$ cat src/draw_pkg.sv
// ~~~~~~~~~~~~~~~~~~~~~~~~~~~~~~
// shared widths, screen bounds, opcodes
// and state encodings of the draw engine
// ~~~~~~~~~~~~~~~~~~~~~~~~~~~~~~

package draw_pkg;

    // coordinate and colour sizes
    localparam int cordw = 10;  // fits 0..1023, unsigned
    localparam int colw  = 8;   // colour index

    // visible area; a pixel is drawn when x < h_res and y < v_res
    localparam logic [cordw-1:0] h_res = 10'd640;
    localparam logic [cordw-1:0] v_res = 10'd480;

    // command opcodes
    typedef enum logic [1:0] {
        op_line = 2'd0,  // bresenham line p0 -> p1
        op_tri  = 2'd1,  // triangle outline, three edges
        op_rect = 2'd2   // solid box, p0/p1 opposite corners
    } draw_op_e;

    // sequencer states of draw_ctrl
    typedef enum logic [2:0] {
        s_idle   = 3'd0,  // waiting for a command
        s_line   = 3'd1,  // single line running
        s_edge0  = 3'd2,  // tri edge p0 -> p1
        s_edge1  = 3'd3,  // tri edge p1 -> p2
        s_edge2  = 3'd4,  // tri edge p2 -> p0
        s_rect   = 3'd5,  // rectangle fill running
        s_finish = 3'd6   // drain output stage, then done
    } ctrl_state_e;

    // line stepper states
    typedef enum logic [1:0] {
        l_idle = 2'd0,
        l_init = 2'd1,  // error term setup
        l_draw = 2'd2   // one pixel per accepted cycle
    } line_state_e;

    // rectangle scanner states
    typedef enum logic {
        r_idle = 1'b0,
        r_scan = 1'b1
    } rect_state_e;

endpackage

$ cat src/line_raster.sv
// ~~~~~~~~~~~~~~~~~~~~~~~~~~~~~~
// bresenham line stepper with a
// valid/ready pixel output
// ~~~~~~~~~~~~~~~~~~~~~~~~~~~~~~

`timescale 1ns/100ps

module line_raster (
    input  logic                       clk,
    input  logic                       rst,
    input  logic                       start,  // one-cycle kick, endpoints valid here
    input  logic [draw_pkg::cordw-1:0] x0,
    input  logic [draw_pkg::cordw-1:0] y0,
    input  logic [draw_pkg::cordw-1:0] x1,
    input  logic [draw_pkg::cordw-1:0] y1,
    output logic                       valid,
    output logic [draw_pkg::cordw-1:0] x,
    output logic [draw_pkg::cordw-1:0] y,
    input  logic                       ready,
    output logic                       done    // cycle after endpoint taken
);
    import draw_pkg::*;

    line_state_e state;

    logic [cordw-1:0]        x_end, y_end;   // latched endpoint
    logic                    right, down;    // step direction
    logic [cordw-1:0]        adx, ady;       // |x1-x0|, |y1-y0|
    logic signed [cordw+1:0] dx, dy;         // dx = |dx|, dy = -|dy|
    logic signed [cordw+1:0] err, err_next;
    logic signed [cordw+2:0] e2;             // twice the error
    logic                    step_x, step_y;
    logic                    at_end, take;

    // delta magnitudes straight from the start inputs
    always_comb begin
        adx = (x1 >= x0) ? x1 - x0 : x0 - x1;
        ady = (y1 >= y0) ? y1 - y0 : y0 - y1;
    end

    assign valid  = (state == l_draw);
    assign take   = valid && ready;            // pixel leaves this cycle
    assign at_end = (x == x_end) && (y == y_end);

    // error rule
    assign e2     = {err, 1'b0};
    assign step_x = (e2 >= dy);                // 2e >= -|dy|
    assign step_y = (e2 <= dx);                // 2e <= dx

    always_comb begin
        err_next = err;
        if (step_x) err_next = err_next + dy;
        if (step_y) err_next = err_next + dx;
    end

    always_ff @(posedge clk) begin
        if (rst) begin
            state <= l_idle;
            done  <= 1'b0;
        end else begin
            done <= 1'b0;
            case (state)
                l_idle: begin
                    if (start) state <= l_init;
                end
                l_init: begin
                    state <= l_draw;
                end
                l_draw: begin
                    if (take && at_end) begin
                        state <= l_idle;
                        done  <= 1'b1;         // endpoint accepted
                    end
                end
                default: begin
                    state <= l_idle;
                end
            endcase
        end
    end

    // position and error term
    always_ff @(posedge clk) begin
        if (state == l_idle && start) begin
            x     <= x0;
            y     <= y0;
            x_end <= x1;
            y_end <= y1;
            right <= (x1 > x0);
            down  <= (y1 > y0);
            dx    <= $signed({2'b00, adx});
            dy    <= -$signed({2'b00, ady});
        end
        if (state == l_init) err <= dx + dy;   // dx - |dy|
        if (take && !at_end) begin
            if (step_x) x <= right ? x + 1'b1 : x - 1'b1;
            if (step_y) y <= down ? y + 1'b1 : y - 1'b1;
            err <= err_next;
        end
    end

endmodule

$ cat src/rect_fill.sv
// ~~~~~~~~~~~~~~~~~~~~~~~~~~~~~~
// solid rectangle scanner, row-major
// ~~~~~~~~~~~~~~~~~~~~~~~~~~~~~~

`timescale 1ns/100ps

module rect_fill (
    input  logic                       clk,
    input  logic                       rst,
    input  logic                       start,  // corners valid here
    input  logic [draw_pkg::cordw-1:0] x0,     // left
    input  logic [draw_pkg::cordw-1:0] y0,     // top
    input  logic [draw_pkg::cordw-1:0] x1,     // right
    input  logic [draw_pkg::cordw-1:0] y1,     // bottom
    output logic                       valid,
    output logic [draw_pkg::cordw-1:0] x,
    output logic [draw_pkg::cordw-1:0] y,
    input  logic                       ready,
    output logic                       done
);
    import draw_pkg::*;

    rect_state_e state;

    logic [cordw-1:0] x_left, x_right, y_bot;  // scan limits
    logic             row_end, last, take;

    assign valid   = (state == r_scan);
    assign take    = valid && ready;
    assign row_end = (x == x_right);
    assign last    = row_end && (y == y_bot);   // bottom-right corner

    always_ff @(posedge clk) begin
        if (rst) begin
            state <= r_idle;
            done  <= 1'b0;
        end else begin
            done <= 1'b0;
            case (state)
                r_idle: begin
                    if (start) state <= r_scan;  // first pixel next cycle
                end
                r_scan: begin
                    if (take && last) begin
                        state <= r_idle;
                        done  <= 1'b1;
                    end
                end
                default: begin
                    state <= r_idle;
                end
            endcase
        end
    end

    // row/column counter
    always_ff @(posedge clk) begin
        if (state == r_idle && start) begin
            x       <= x0;
            y       <= y0;
            x_left  <= x0;
            x_right <= x1;
            y_bot   <= y1;
        end else if (take && !last) begin
            if (row_end) begin
                x <= x_left;                 // wrap to next row
                y <= y + 1'b1;
            end else begin
                x <= x + 1'b1;
            end
        end
    end

endmodule

$ cat src/draw_ctrl.sv
// ~~~~~~~~~~~~~~~~~~~~~~~~~~~~~~
// command handshake, opcode sequencer
// and pixel source select
// ~~~~~~~~~~~~~~~~~~~~~~~~~~~~~~

`timescale 1ns/100ps

module draw_ctrl (
    input  logic                       clk,
    input  logic                       rst,
    input  logic                       cmd_valid,
    output logic                       cmd_ready,
    input  draw_pkg::draw_op_e         cmd_op,
    input  logic [draw_pkg::cordw-1:0] cmd_x0,
    input  logic [draw_pkg::cordw-1:0] cmd_y0,
    input  logic [draw_pkg::cordw-1:0] cmd_x1,
    input  logic [draw_pkg::cordw-1:0] cmd_y1,
    input  logic [draw_pkg::cordw-1:0] cmd_x2,
    input  logic [draw_pkg::cordw-1:0] cmd_y2,
    input  logic [draw_pkg::colw-1:0]  cmd_color,
    output logic                       ln_start,
    output logic [draw_pkg::cordw-1:0] ln_x0,
    output logic [draw_pkg::cordw-1:0] ln_y0,
    output logic [draw_pkg::cordw-1:0] ln_x1,
    output logic [draw_pkg::cordw-1:0] ln_y1,
    input  logic                       ln_valid,
    input  logic [draw_pkg::cordw-1:0] ln_x,
    input  logic [draw_pkg::cordw-1:0] ln_y,
    output logic                       ln_ready,
    input  logic                       ln_done,
    output logic                       rc_start,
    output logic [draw_pkg::cordw-1:0] rc_x0,
    output logic [draw_pkg::cordw-1:0] rc_y0,
    output logic [draw_pkg::cordw-1:0] rc_x1,
    output logic [draw_pkg::cordw-1:0] rc_y1,
    input  logic                       rc_valid,
    input  logic [draw_pkg::cordw-1:0] rc_x,
    input  logic [draw_pkg::cordw-1:0] rc_y,
    output logic                       rc_ready,
    input  logic                       rc_done,
    output logic                       px_valid,
    output logic [draw_pkg::cordw-1:0] px_x,
    output logic [draw_pkg::cordw-1:0] px_y,
    output logic [draw_pkg::colw-1:0]  px_color,
    input  logic                       px_ready,
    input  logic                       px_empty,
    output logic                       busy,
    output logic                       done
);
    import draw_pkg::*;

    ctrl_state_e state;

    logic [cordw-1:0] p0x, p0y, p1x, p1y, p2x, p2y;  // latched vertices
    logic [colw-1:0]  color;
    logic             take_cmd, line_mode, rect_mode;

    assign take_cmd  = cmd_valid && cmd_ready;
    assign line_mode = (state == s_line) || (state == s_edge0) ||
                       (state == s_edge1) || (state == s_edge2);
    assign rect_mode = (state == s_rect);
    assign busy      = (state != s_idle);

    // ready only to the raster that owns the stream
    assign ln_ready = line_mode && px_ready;
    assign rc_ready = rect_mode && px_ready;
    assign px_color = color;

    always_comb begin
        px_valid = 1'b0;
        px_x     = ln_x;
        px_y     = ln_y;
        if (rect_mode) begin
            px_valid = rc_valid;
            px_x     = rc_x;
            px_y     = rc_y;
        end else if (line_mode) begin
            px_valid = ln_valid;
        end
    end

    always_ff @(posedge clk) begin
        if (rst) begin
            state     <= s_idle;
            cmd_ready <= 1'b0;
            ln_start  <= 1'b0;
            rc_start  <= 1'b0;
            done      <= 1'b0;
        end else begin
            ln_start <= 1'b0;
            rc_start <= 1'b0;
            done     <= 1'b0;
            case (state)
                s_idle: begin
                    cmd_ready <= 1'b1;
                    if (take_cmd) begin
                        cmd_ready <= 1'b0;
                        case (cmd_op)
                            op_line: begin
                                ln_start <= 1'b1;
                                state    <= s_line;
                            end
                            op_tri: begin
                                ln_start <= 1'b1;  // edge p0 -> p1
                                state    <= s_edge0;
                            end
                            op_rect: begin
                                rc_start <= 1'b1;
                                state    <= s_rect;
                            end
                            default: state <= s_finish;  // unknown op, no pixels
                        endcase
                    end
                end
                s_line:  if (ln_done) state <= s_finish;
                s_edge0: begin
                    if (ln_done) begin
                        ln_start <= 1'b1;          // edge p1 -> p2
                        state    <= s_edge1;
                    end
                end
                s_edge1: begin
                    if (ln_done) begin
                        ln_start <= 1'b1;          // closing edge p2 -> p0
                        state    <= s_edge2;
                    end
                end
                s_edge2: if (ln_done) state <= s_finish;
                s_rect:  if (rc_done) state <= s_finish;
                s_finish: begin
                    if (px_empty) begin            // last pixel has left
                        done  <= 1'b1;
                        state <= s_idle;
                    end
                end
                default: state <= s_idle;
            endcase
        end
    end

    // command latch and raster endpoints
    always_ff @(posedge clk) begin
        if (take_cmd) begin
            p0x   <= cmd_x0;
            p0y   <= cmd_y0;
            p1x   <= cmd_x1;
            p1y   <= cmd_y1;
            p2x   <= cmd_x2;
            p2y   <= cmd_y2;
            color <= cmd_color;
            ln_x0 <= cmd_x0;                       // line and first tri edge
            ln_y0 <= cmd_y0;
            ln_x1 <= cmd_x1;
            ln_y1 <= cmd_y1;
            rc_x0 <= (cmd_x0 < cmd_x1) ? cmd_x0 : cmd_x1;  // sort corners
            rc_y0 <= (cmd_y0 < cmd_y1) ? cmd_y0 : cmd_y1;
            rc_x1 <= (cmd_x0 < cmd_x1) ? cmd_x1 : cmd_x0;
            rc_y1 <= (cmd_y0 < cmd_y1) ? cmd_y1 : cmd_y0;
        end else if (state == s_edge0 && ln_done) begin
            ln_x0 <= p1x;
            ln_y0 <= p1y;
            ln_x1 <= p2x;
            ln_y1 <= p2y;
        end else if (state == s_edge1 && ln_done) begin
            ln_x0 <= p2x;
            ln_y0 <= p2y;
            ln_x1 <= p0x;
            ln_y1 <= p0y;
        end
    end

endmodule

$ cat src/pixel_out.sv
// ~~~~~~~~~~~~~~~~~~~~~~~~~~~~~~
// output register with screen clip
// ~~~~~~~~~~~~~~~~~~~~~~~~~~~~~~

`timescale 1ns/100ps

module pixel_out (
    input  logic                       clk,
    input  logic                       rst,
    input  logic                       in_valid,
    input  logic [draw_pkg::cordw-1:0] in_x,
    input  logic [draw_pkg::cordw-1:0] in_y,
    input  logic [draw_pkg::colw-1:0]  in_color,
    output logic                       in_ready,
    output logic                       empty,
    output logic                       pix_valid,
    output logic [draw_pkg::cordw-1:0] pix_x,
    output logic [draw_pkg::cordw-1:0] pix_y,
    output logic [draw_pkg::colw-1:0]  pix_color,
    input  logic                       pix_ready
);
    import draw_pkg::*;

    logic on_screen;
    logic load;

    assign on_screen = (in_x < h_res) && (in_y < v_res);
    assign in_ready  = !pix_valid || pix_ready;  // free, or draining now
    assign empty     = !pix_valid;
    assign load      = in_valid && in_ready;

    // off-screen input is taken but leaves the stage empty
    always_ff @(posedge clk) begin
        if (rst) begin
            pix_valid <= 1'b0;
        end else if (in_ready) begin
            pix_valid <= in_valid && on_screen;
        end
    end

    // data only moves on load, so it holds under stall
    always_ff @(posedge clk) begin
        if (load) begin
            pix_x     <= in_x;
            pix_y     <= in_y;
            pix_color <= in_color;
        end
    end

endmodule

$ cat src/draw_engine.sv
// ~~~~~~~~~~~~~~~~~~~~~~~~~~~~~~
// draw engine top: control plus
// line, rectangle and output stages
// ~~~~~~~~~~~~~~~~~~~~~~~~~~~~~~

`timescale 1ns/100ps

module draw_engine (
    input  logic                       clk,
    input  logic                       rst,
    input  logic                       cmd_valid,
    output logic                       cmd_ready,
    input  draw_pkg::draw_op_e         cmd_op,
    input  logic [draw_pkg::cordw-1:0] cmd_x0,
    input  logic [draw_pkg::cordw-1:0] cmd_y0,
    input  logic [draw_pkg::cordw-1:0] cmd_x1,
    input  logic [draw_pkg::cordw-1:0] cmd_y1,
    input  logic [draw_pkg::cordw-1:0] cmd_x2,
    input  logic [draw_pkg::cordw-1:0] cmd_y2,
    input  logic [draw_pkg::colw-1:0]  cmd_color,
    output logic                       pix_valid,
    output logic [draw_pkg::cordw-1:0] pix_x,
    output logic [draw_pkg::cordw-1:0] pix_y,
    output logic [draw_pkg::colw-1:0]  pix_color,
    input  logic                       pix_ready,
    output logic                       busy,
    output logic                       done
);
    import draw_pkg::*;

    // line stepper link
    logic             ln_start, ln_valid, ln_ready, ln_done;
    logic [cordw-1:0] ln_x0, ln_y0, ln_x1, ln_y1, ln_x, ln_y;
    // rectangle scanner link
    logic             rc_start, rc_valid, rc_ready, rc_done;
    logic [cordw-1:0] rc_x0, rc_y0, rc_x1, rc_y1, rc_x, rc_y;
    // selected stream into the output stage
    logic             px_valid, px_ready, px_empty;
    logic [cordw-1:0] px_x, px_y;
    logic [colw-1:0]  px_color;

    draw_ctrl i_draw_ctrl (.*);

    line_raster i_line_raster (
        .clk, .rst,
        .start (ln_start), .x0 (ln_x0), .y0 (ln_y0), .x1 (ln_x1), .y1 (ln_y1),
        .valid (ln_valid), .x (ln_x), .y (ln_y), .ready (ln_ready), .done (ln_done)
    );

    rect_fill i_rect_fill (
        .clk, .rst,
        .start (rc_start), .x0 (rc_x0), .y0 (rc_y0), .x1 (rc_x1), .y1 (rc_y1),
        .valid (rc_valid), .x (rc_x), .y (rc_y), .ready (rc_ready), .done (rc_done)
    );

    pixel_out i_pixel_out (
        .clk, .rst,
        .in_valid (px_valid), .in_x (px_x), .in_y (px_y), .in_color (px_color),
        .in_ready (px_ready), .empty (px_empty),
        .pix_valid, .pix_x, .pix_y, .pix_color, .pix_ready
    );

endmodule

$ cat config.mk
export PLATFORM = sky130hd
export DESIGN_NAME = draw_engine
export DESIGN_NICKNAME = d
export VERILOG_FILES = /design/src/draw_pkg.sv /design/src/line_raster.sv /design/src/rect_fill.sv /design/src/draw_ctrl.sv /design/src/pixel_out.sv /design/src/draw_engine.sv
export SDC_FILE = /design/constraint.sdc
export NUM_CORES = 1
export LEC_CHECK = 0
export BUFFER_PORTS_ARGS = -buffer_cell sky130_fd_sc_hd__buf_2
export CORE_MARGIN = 1.5
export CORE_UTILIZATION = 65
export CTS_CLUSTER_DIAMETER = 40
export DETAILED_ROUTE_END_ITERATION = 10
export MAX_ROUTING_LAYER = met4
export PLACE_DENSITY = 0.84
export SLEW_MARGIN = 20
export SYNTH_ARGS = -nofsm -noshare
export SYNTH_HDL_FRONTEND = slang
export SYNTH_SLANG_ARGS = --single-unit
$ cat constraint.sdc
create_clock -name clk -period 11.4 [get_ports clk]
set_input_delay 2.28 -clock clk [delete_from_list [all_inputs] [get_ports clk]]
set_output_delay 2.28 -clock clk [all_outputs]
set_load 0.03 [all_outputs]
==> metrics.txt, run 1 <==
Worst-Margin Slew=~0.9 ns; outcome=finished clean; die width=roughly 170 µm; max-slew violations=0; Die Y=between 150 and 200 µm; Clock Sinks=about 320; worst hold path type=flop to flop; Crit Path Max Fanout=20; Routed Antenna Nets=0; sequential element share of the synthesized area=0.518; post-layout min period=between 5 and 6 ns; Post-CTS Setup Inserts=0; Power Density=around 200 nW/µm²; WP data required=11.67 ns; latest clock arrival within the worst-skew pair=roughly 0.53 ns; Max VDD drop=between 0.15 and 0.2 mV; H-tree levels=2; Post-Place Cells=around 2,000; Unique masters post-synth=66; n_diodes=0; Die Area=about 28,000 µm²; filler instances=roughly 1,700; CTS max path bufs=3; skew final=between 0.01 and 0.015 ns; Post-synth EDFFs=between 200 and 300; pre-CTS WS=roughly 6 ns; core area=around 27,000 µm²; # DRC=0; # hold bufs at CTS=0; Vias=around 13,000; GRT Util Overall=0.294; post-DR vias/cell=6.08; Cell Area, Placed=approximately 18,000 µm²; Final nets=1,902; GP Congestion=around 0.93; Final HPWL DP=approximately 27 mm; CTS resizes=0; synthesis-stage register bit count=about 320; hold path cells=0; Top Registers=i_line_raster.dy x12, i_line_raster.err x12; FMAX=roughly 190 MHz; 1st-pass router iterations=5; Slew Limit Headroom=0.394; IO Count=around 110; first-pass GRT wire length=63.6 mm; DRT iter0 DRCs=1,079; critical path class=flop to flop; num rows=60; Port-buffer cells=~110; Pleak=just under 8 nW; syn avg cell area=around 11 µm²; number of global-route vias before repair=between 10,000 and 15,000; capturing point of the worst reg2reg path=i_line_raster.err[11]; CTS tree=yes; async set-reset flop share out of synthesis=0; clock-pin slew on the worst setup and hold paths=0.06 ns; largest net degree at the start of global routing=100; Final Hold Fails=0; Initial Util=0.658; hold wc startpoint=i_draw_ctrl.rc_x1[0]; Warnings, synthesis=0; total CTS buffers=between 40 and 50; RSZ-0062 raised after global routing=no; Worst Path Arrival=between 5 and 6 ns; worst min-delay path endpoint=i_rect_fill.x_right[0]; final-layout setup total negative slack=0 ns; Post-Layout Cell Count=approximately 2,100; share of cells above drive strength 1=0.148; Post-Syn Area=roughly 18,000 µm²; final worst-path cycle share=0.457; ys flop type=edfxtp_1; nature of the critical path endpoint=flop; final instance area=around 20,000 µm²; GR Overflow Total=0; cells on worst reg2reg path=18; cells after synthesis=roughly 1,600; final worst slack=roughly 6.2 ns; Setup violations, final=0; Avg WL per Cell=roughly 19 µm; post-synth net total=roughly 1,800; CP Launch Type=flop; Total Power=around 4 mW; max cap viols=0; drt total wl=around 39 mm; r2r setup slk=6.19 ns; Critical R2R Launch=i_line_raster.dy[2]; clk root buf=clkbuf_16; initial antenna violation count=0; Area Overhead vs Synth=13.2%
-- routing by layer --
metal / wire length, µm / vias to the layer above / track usage
met3: 2780 / 115 / 0.0390
met2: 19300 / 532 / 0.487
met5: 0 / - / -
met1: 15900 / 5973 / 0.372
li1: - / 5933 / -
met4: 1400 / 0 / 0.108
-- layout by cell type, fill, tap and decap left out, types with 48 or more instances in the layout --
cell type,n
edfxtp_1,282
a21oi_1,73
nor2_1,80
nand2_1,208
ha_1,128
mux2_2,48
xnor2_1,62
buf_2,105
xor2_1,53
inv_1,109
mux2i_1,64
o21ai_0,112
-- cells in the mapped netlist, drive strengths merged (4+ instances only) --
cell type	number	area, µm²
nand4	15	93.8
o21a	6	45.0
o211ai	5	37.5
or3	8	50.1
nand2	208	781
a21o	38	285
inv	110	413
o31a	4	35.0
fa	9	180
xnor2	62	543
nor4	10	62.6
buf	9	71.3
nor2b	13	81.3
nand2b	18	113
a21oi	74	374
nor3	21	105
clkbuf	48	180
a211oi	5	37.5
o31ai	7	52.6
o21bai	7	52.6
o311ai	7	61.3
dfxtp	33	661
edfxtp	282	8470
ha	128	1600
mux2	49	556
nand3	22	110
mux2i	64	641
a2111oi	6	65.1
a31oi	21	131
o21ai	114	571
and3	9	56.3
nor2	80	300
xor2	54	480
-- cells by family (layout without fill, tap and decap cells) --
kind of cell,after synthesis,in the layout,share of synthesized area
and+or+nand+nor,420,420,0.108
AOI/OAI and AO/OA,316,316,0.110
DFF,315,315,0.518
buffers and inverters,169,307,0.0381
adders and majority gates,137,137,0.101
xor gates and xnor gates,116,116,0.0580
muxes,113,113,0.0678
-- metrics by stage --
| stage | hold slack (ns) | utilization |
|---|---|---|
| 2_1_floorplan | 0.400 | - |
| 3_3_place_gp | 0.401 | 0.689 |
| 3_5_place_dp | 0.405 | 0.689 |
| 4_1_cts | 0.412 | 0.744 |
| 5_1_grt | 0.418 | 0.745 |
| 6_report | 0.411 | 0.745 |
-- how the worst max path moves through the flow --
stage / startpoint / end / cells past startpoint
after floorplan: cmd_valid / i_draw_ctrl.p0x[0] / 3
after global placement: cmd_y1[1] / i_draw_ctrl.rc_y1[0] / 11
after detailed placement: cmd_y1[1] / i_draw_ctrl.rc_y1[1] / 11
after CTS: i_line_raster.err[1] / i_line_raster.err[11] / 17
after global routing: i_line_raster.dy[2] / i_line_raster.err[11] / 18
final: i_line_raster.dy[2] / i_line_raster.err[11] / 18
-- worst max-delay path, stage by stage, from the launching register on --
cell and delay [ns]:
edfxtp_1 0.46, inv_1 0.09, ha_1 0.23, a21o_1 0.17
a21o_1 0.18, a211oi_1 0.37, or3_1 0.16, o2111a_1 0.66
mux2i_1 0.48, ha_1 0.31, a21o_1 0.18, a21oi_1 0.21
o21ai_0 0.18, o41ai_1 0.49, o21ai_0 0.27, a21oi_1 0.20
nor3_1 0.07, xnor2_1 0.17, mux2i_1 0.08
-- power by group --
group	total (mW)	switching, mW	internal [mW]
Sequential	1.59	0.129	1.46
Clock	1.35	0.524	0.830
Combinational	1.02	0.600	0.417
-- area by class of cell --
class / instances / area, µm² / share of cell area
Clock buffer: 49 / 1140 / 0.0571
Clock inverter: 28 / 329 / 0.0165
Inverter: 112 / 427 / 0.0214
Multi-Input combinational cell: 1102 / 7880 / 0.395
Timing Repair Buffer: 118 / 623 / 0.0312
Sequential cell: 315 / 9130 / 0.457
Tap cell: 341 / 427 / 0.0214
Note: power is estimated with default switching activity, not from simulation.
==> inputs of run 2 (changes only) <==
--- a/config.mk
+++ b/config.mk
@@ -5,13 +5,14 @@
 export SDC_FILE = /design/constraint.sdc
 export NUM_CORES = 1
 export LEC_CHECK = 0
+export ABC_AREA = 1
 export BUFFER_PORTS_ARGS = -buffer_cell sky130_fd_sc_hd__buf_2
 export CORE_MARGIN = 1.5
-export CORE_UTILIZATION = 65
+export CORE_UTILIZATION = 62
 export CTS_CLUSTER_DIAMETER = 40
 export DETAILED_ROUTE_END_ITERATION = 10
 export MAX_ROUTING_LAYER = met4
-export PLACE_DENSITY = 0.84
+export PLACE_DENSITY = 0.81
 export SLEW_MARGIN = 20
 export SYNTH_ARGS = -nofsm -noshare
 export SYNTH_HDL_FRONTEND = slang
==> constraint.sdc (replaced) <==
create_clock -name clk -period 5 [get_ports clk]
set_input_delay 1 -clock clk [delete_from_list [all_inputs] [get_ports clk]]
set_output_delay 1 -clock clk [all_outputs]
set_load 0.03 [all_outputs]
==> run 2 against run 1 <==
  * Worst hold slack got worse by 0.0010 ns
  * Largest power group unchanged
  * Routed wire length is 13% higher
  * Global-route usage up 0.54 points
  * Via count grew 17%
  * Sequential share of layout area shrank 2.1 points
  * Flip-flop and latch count unchanged
  * Clock power rose by 110%
  * Register-to-register slack got worse by 4.8 ns
  * Utilization decreased by 3.9 points
  * Largest cell class unchanged
==> metrics.txt, run 2 <==
clock share of power=0.298 (-0.043); nature of the critical path endpoint=flop; Final nets=2,390 (+26%); num rows=63 (+5.0%); routed wl met3=2.96 mm (+6.3%); critical path class=flop to flop; syn avg cell area=9.01 µm² (-19%); total CTS buffers=41 (-2.4%); ys flop type=edfxtp_1; Post-Place Cells=2,526 (+27%); n_diodes=0 (unchanged); # hold bufs at CTS=0 (unchanged); Max VDD drop=0.370 mV (+88%); Synth area leaders=edfxtp_1 45%, nand2_1 10%, ha_1 8.6%; Setup violations, final=0 (unchanged); Post-Syn Area=18,600 µm² (+5.7%); first-pass GRT wire length=70.9 mm (+11%); clk root buf=clkbuf_16; Area Overhead vs Synth=12.1%; Vias=14,700 (+17%); GR Overflow Total=0 (unchanged); most frequent cells in the layout=504 x nand2_1, 291 x inv_1, 282 x edfxtp_1; DRT iter0 DRCs=1,259 (+17%); Port-buffer cells=105 (unchanged); Net Sw Frac=0.359 (+0.0425); Warnings, synthesis=0 (unchanged); critical path's top delay family=simple AND/OR/NAND/NOR gates; Unique masters post-synth=50 (-24%); Final Hold Fails=0 (unchanged); sequential power share=0.388 (-0.014); post-layout min period=3.64 ns (-1.57 ns); Die Area=31,100 µm² (+11%); filler instances=2,210 (+34%); CTS tree=yes; 1st-pass router iterations=6 (+1); Synth top area share=0.454 (-0.0260); Cell Chain, Critical Path=inv_1 -> ha_1 -> nand2_1 -> nor2_1 -> nand2_1 -> nand3_1 -> nand2_1 -> nand2_1 -> nand2_2 -> nand2_4 -> inv_4 -> o21ai_2 -> ha_1 -> a21oi_1 -> o21ai_0 -> a21oi_1 -> o21ai_0 -> xor2_1 -> nor2_1 -> nor2_1 -> nand2_1; Post-Layout Cell Count=2,601 (+26%); Avg WL per Cell=17.1 µm (-11%); Routed Antenna Nets=0 (unchanged); Highest Signal Layer=met4; Die Y=176 µm (+5.2%); die width=176 µm (+5.2%); post-DR vias/cell=5.65 (-7.0%); synthesis-stage register bit count=315 (unchanged); Crit Path Max Fanout=14 (-30%); async set-reset flop share out of synthesis=0 (unchanged); most frequent cell after synthesis=nand2_1; cells after synthesis=2,070 (+31%); core area=29,600 µm² (+11%); max-slew violations=0 (unchanged); final-layout setup total negative slack=0 ns (unchanged); RSZ-0062 raised after global routing=no; latest clock arrival within the worst-skew pair=0.54 ns (about the same); clock-pin slew on the worst setup and hold paths=0.07 ns (about the same); Initial Util=0.629 (-0.0289); skew final=0.0337 ns (+0.0199 ns); H-tree levels=2 (unchanged); combinational share of power=0.314 (+0.057); final worst-path cycle share=0.728 (+0.271); CTS max path bufs=3 (unchanged); max incr delay on CP=0.44 ns (-0.22 ns); GRT Util Overall=0.299 (+0.00542); Final HPWL DP=33.0 mm (+20%); outcome=finished clean; drt total wl=44.4 mm (+13%); Synth area leader=edfxtp_1; WL met1=18.8 mm (+18%); Worst-Margin Slew=1.03 ns (+0.122 ns); post-synth net total=2,281 (+27%); internal power=6.11 mW (+130%); initial antenna violation count=0 (unchanged); commonest non-fill, non-tap cell in the layout=nand2_1; Clock Sinks=315 (unchanged); CP Launch Type=flop; FMAX=275 MHz (+43%); Psw=3.42 mW (+170%); metal2 WL=21.2 mm (+9.4%); Post-synth EDFFs=282 (unchanged); Worst Path Arrival=3.91 ns (-1.56 ns); Worst path slowest cell=edfxtp_1; number of global-route vias before repair=14,200 (+14%); final core occ=0.706 (-0.0391); Power Density=456 nW/µm² (+130%); share of cells above drive strength 1=0.120 (-0.0281); CTS resizes=0 (unchanged); GP Congestion=0.961 (+3.9%); WP data required=5.27 ns (-6.40 ns); IO Count=106 (unchanged); # DRC=0 (unchanged); Slew Limit Headroom=0.310 (-0.0836); Pleak=9.22 nW (+16%); Post-CTS Setup Inserts=0 (unchanged); Crit path top cell by count=nand2_1; Top Registers=i_line_raster.dy x12, i_line_raster.err x12; worst hold path type=flop to flop; max cap viols=0 (unchanged); sequential element share of the synthesized area=0.490 (-0.0280); WP buf/inv=2 (+1); largest net degree at the start of global routing=81 (-19%); Synth top cells by count=505 x nand2_1, 292 x inv_1, 282 x edfxtp_1
-- run 2: cell count changes after synthesis, moves of 17 or more --
cell	previous run	this run
nand2_1	208	505
or2_2	1	19
mux2i_1	64	2
inv_1	109	292
o21ai_0	114	181
nand2b_1	18	0
a21oi_1	73	135
xnor2_1	62	31
mux2_2	48	0
nand3_1	22	80
o211ai_1	5	33
a21o_1	38	2
a31oi_1	21	4
-- run 2: worst paths after layout --
kind	start	to	slack (ns)	cells after the start
max	i_line_raster.dy[1]	i_line_raster.err[8]	1.36	21
min	i_draw_ctrl.rc_y1[5]	i_rect_fill.y_bot[5]	0.41	0
max reg2reg	i_line_raster.dy[1]	i_line_raster.err[8]	1.36	21
min reg2reg	i_draw_ctrl.rc_y1[5]	i_rect_fill.y_bot[5]	0.41	0
-- run 2: through the flow --
| stage | area (µm²) | hold slack [ns] | setup slack, ns | power (mW) |
|---|---|---|---|---|
| after floorplan | 18600 | 0.400 | 1.33 | 5.85 |
| after global placement | 19600 | 0.401 | 1.48 | 6.54 |
| after detailed placement | 19600 | 0.405 | 1.41 | 6.65 |
| after CTS | 20900 | 0.410 | 1.39 | 9.52 |
| after global routing | 20900 | 0.410 | 0.995 | 10.1 |
| final | 20900 | 0.410 | 1.36 | 9.53 |
-- run 2: layout make-up --
| class | instances | area [µm²] | area share |
|---|---|---|---|
| Inverter | 299 | 1130 | 0.0540 |
| Sequential cell | 315 | 9130 | 0.437 |
| Clock inverter | 29 | 292 | 0.0139 |
| Timing Repair Buffer | 114 | 606 | 0.0290 |
| Multi-Input combinational cell | 1408 | 8230 | 0.393 |
| Clock buffer | 46 | 1040 | 0.0500 |
| Tap cell | 390 | 488 | 0.0233 |
-- run 2: cell families (layout without fill, tap and decap cells) --
logic type / count (synthesis) / after routing / synth area share
flip-flops: 315 / 315 / 0.490
XOR/XNOR: 88 / 88 / 0.0413
buffers and inverters: 347 / 488 / 0.0722
AND/OR/NAND/NOR: 777 / 777 / 0.180
AO/OA/AOI/OAI: 404 / 404 / 0.120
multiplexers: 2 / 2 / 0.00107
adder cells (fa/ha/maj): 137 / 137 / 0.0955
-- run 2: routing by layer --
| layer | track usage | up-vias |
|---|---|---|
| li1 | - | 7208 |
| met1 | 0.380 | 6821 |
| met2 | 0.489 | 573 |
| met3 | 0.0480 | 95 |
| met4 | 0.106 | 0 |
| met5 | - | - |
-- run 2: power by group through the flow --
stage	combinational [mW]	clock (mW)	sequential (mW)
CTS	2.96	2.87	3.69
detailed placement	2.92	0	3.73
finish	2.99	2.84	3.69
floorplan	2.22	0	3.63
global route	3.35	2.97	3.73
global placement	2.82	0	3.72
==> inputs of run 3 (changes only) <==
--- a/config.mk
+++ b/config.mk
@@ -5,7 +5,7 @@
 export SDC_FILE = /design/constraint.sdc
 export NUM_CORES = 1
 export LEC_CHECK = 0
-export ABC_AREA = 1
+export ABC_AREA = 0
 export BUFFER_PORTS_ARGS = -buffer_cell sky130_fd_sc_hd__buf_2
 export CORE_MARGIN = 1.5
 export CORE_UTILIZATION = 62
==> constraint.sdc (replaced) <==
create_clock -name clk -period 3.5 [get_ports clk]
set_input_delay 0.7 -clock clk [delete_from_list [all_inputs] [get_ports clk]]
set_output_delay 0.7 -clock clk [all_outputs]
set_load 0.03 [all_outputs]
==> run 3 against run 2 <==
  * The flow now finishes with violations (setup timing)
  * Register-to-register slack lost 1.7 ns
  * Flip-flop and latch count stayed put
  * Combinational power is 25% higher
  * Global-route usage shrank 0.49 points
  * Critical endpoint is now i_line_raster.err[6]
==> metrics.txt, run 3 (same netlist as run 1, synthesis figures left out) <==
Setup violations, final=9 (+9); Final HPWL DP=29.9 mm (-9.3%); outcome=finished with violations; Worst-Margin Slew=0.780 ns (-0.250 ns); Die Y=172 µm (-2.7%); Initial Util=0.633 (+0.00397); FMAX=260 MHz (-5.3%); final worst-path cycle share=1.10 (+0.371); final instance area=20,700 µm² (-1.2%); post-layout min period=3.85 ns (+0.205 ns); DRT iter0 DRCs=1,038 (-18%); Cell Area, Placed=19,300 µm² (-1.6%); area of the multi-input gates=8040 µm² (-2.2%); critical path class=flop to flop; post-DR vias/cell=5.90 (+4.5%); Critical R2R Launch=i_line_raster.dy[2]; Area Overhead vs Synth=17.1%; GP Congestion=0.913 (-5.0%); capturing point of the worst reg2reg path=i_line_raster.err[6]; commonest non-fill, non-tap cell in the layout=edfxtp_1; GRT Util Overall=0.294 (-0.00495); CP Launch Type=flop; IO Count=106 (unchanged); num rows=61 (-3.2%); Seq. cell area=9130 µm² (unchanged); core area=27,900 µm² (-6.0%); Max VDD drop=0.698 mV (+89%); Final Hold Fails=0 (unchanged); Slew Limit Headroom=0.480 (+0.170); clk root buf=clkbuf_16; hold path cells=1 (+1); Pleak=8.32 nW (-9.8%); CTS tree=yes; # DRC=0 (unchanged); worst min-delay path endpoint=i_draw_ctrl.p2x[4]; 1st-pass router iterations=6 (unchanged); Top Registers=i_line_raster.dy x12, i_line_raster.err x12; Avg WL per Cell=19.1 µm (+12%); GR Overflow Total=0 (unchanged); clock-pin slew on the worst setup and hold paths=0.06 ns (about the same); largest net degree at the start of global routing=52 (-36%); Crit Path Max Fanout=4 (-10); total CTS buffers=36 (-12%); hold wc startpoint=cmd_x2[4]; cells on worst reg2reg path=19 (-9.5%); Final nets=1,989 (-17%); Total Power=12.7 mW (+34%); final worst slack=-0.346 ns (-1.71 ns); first-pass GRT wire length=65.1 mm (-8.3%); Die Area=29,500 µm² (-5.3%); die width=172 µm (-2.7%); latest clock arrival within the worst-skew pair=0.52 ns (-0.02 ns); number of global-route vias before repair=12,600 (-11%); RSZ-0062 raised after global routing=yes; CTS max path bufs=3 (unchanged); H-tree levels=2 (unchanged); n_diodes=0 (unchanged); CP Launch Point=i_line_raster.dy[2]; worst hold path type=input pin to flop; skew final=0.0164 ns (-0.0173 ns); Routed Antenna Nets=0 (unchanged); share of cells above drive strength 1=0.202 (+0.0822); failing checks=setup timing; max-slew violations=0 (unchanged); r2r setup slk=-0.35 ns (-1.71 ns); initial antenna violation count=0 (unchanged); Port-buffer cells=105 (unchanged); Vias=12,900 (-12%); drt total wl=41.8 mm (-5.9%); most frequent cells in the layout=282 x edfxtp_1, 207 x nand2_1, 125 x ha_1; Power Density=616 nW/µm² (+35%); max cap viols=0 (unchanged); WP data required=3.76 ns (-1.51 ns); # hold bufs at CTS=0 (unchanged); nature of the critical path endpoint=flop; Worst Path Arrival=4.11 ns (+0.20 ns); filler instances=1,803 (-18%); Clock Sinks=315 (unchanged)
[run 3: cell types whose count changed in the layout (fill, tap and decap cells not counted), sizes merged, moves of 62 or more]
| cell | previous run | this run |
|---|---|---|
| inv | 304 | 120 |
| o21ai | 203 | 114 |
| mux2i | 2 | 64 |
| nand2 | 521 | 208 |
| nand3 | 84 | 22 |
| a21oi | 136 | 74 |
| buf | 114 | 211 |
[run 3: worst max-delay path, cell delays in order, from the launching register on]
cell and delay (ns):
edfxtp_1 0.39, inv_2 0.09, ha_4 0.20, a21o_1 0.15
a21o_1 0.18, a211oi_2 0.20, or3_1 0.14, o2111a_2 0.27
mux2_4 0.34, ha_4 0.17, fa_2 0.34, a21o_1 0.17
a21oi_2 0.13, nor2b_1 0.06, o21a_1 0.21, nor2_1 0.15
xor2_1 0.17, nor2_1 0.06, a21oi_1 0.11, a21oi_1 0.08
[run 3: worst max path at each step]
stage,to,slack [ns],depth (start not counted)
floorplan,i_line_raster.err[11],-0.39,19
global placement,i_line_raster.err[11],-0.50,18
CTS,i_line_raster.err[8],-0.38,19
finish,i_line_raster.err[6],-0.35,19
global route,i_line_raster.err[8],-0.53,19
detailed placement,i_line_raster.err[11],-0.57,18
[run 3: metrics by stage]
step	setup slack (ns)	TNS (ns)	cells	hold WS [ns]	utilization
global route	-0.528	-3.92	2184	0.339	0.741
CTS	-0.382	-2.17	2180	0.339	0.737
detailed placement	-0.573	-3.67	2111	0.405	0.691
global placement	-0.504	-3.00	2111	0.401	0.691
floorplan	-0.385	-1.43	1586	0.400	-
finish	-0.346	-1.93	2184	0.352	0.741
[run 3: cell type report]
type                       instances  area share
sequential                       315       0.442
multi-input combinational       1102       0.389
timing repair buffer             211      0.0666
clock buffer                      42      0.0457
tap                              378      0.0229
inverter                         112      0.0206
clock inverter                    24      0.0127
[run 3: per-layer routing]
layer / up-vias / GRT usage / wire [µm]
li1: 6112 / - / -
met1: 6167 / 0.366 / 17000
met2: 494 / 0.493 / 20700
met3: 119 / 0.0380 / 2550
met4: 0 / 0.112 / 1550
met5: - / - / 0
[run 3: power breakdown]
group,internal [mW],leakage (nW),switching (mW)
combinational,1.62,4.87,2.12
clock,2.27,0.597,1.54
sequential,4.76,2.85,0.405
total,8.66,8.32,4.07
[run 3: timing repair]
item / 4_1_cts / 5_1_grt
endpoints found under the hold margin: 0 / 0
resized for setup: 7 / 23
setup buffers: 3 / 4
endpoints found under the setup margin: 10 / 16
pin swaps: 7 / 8
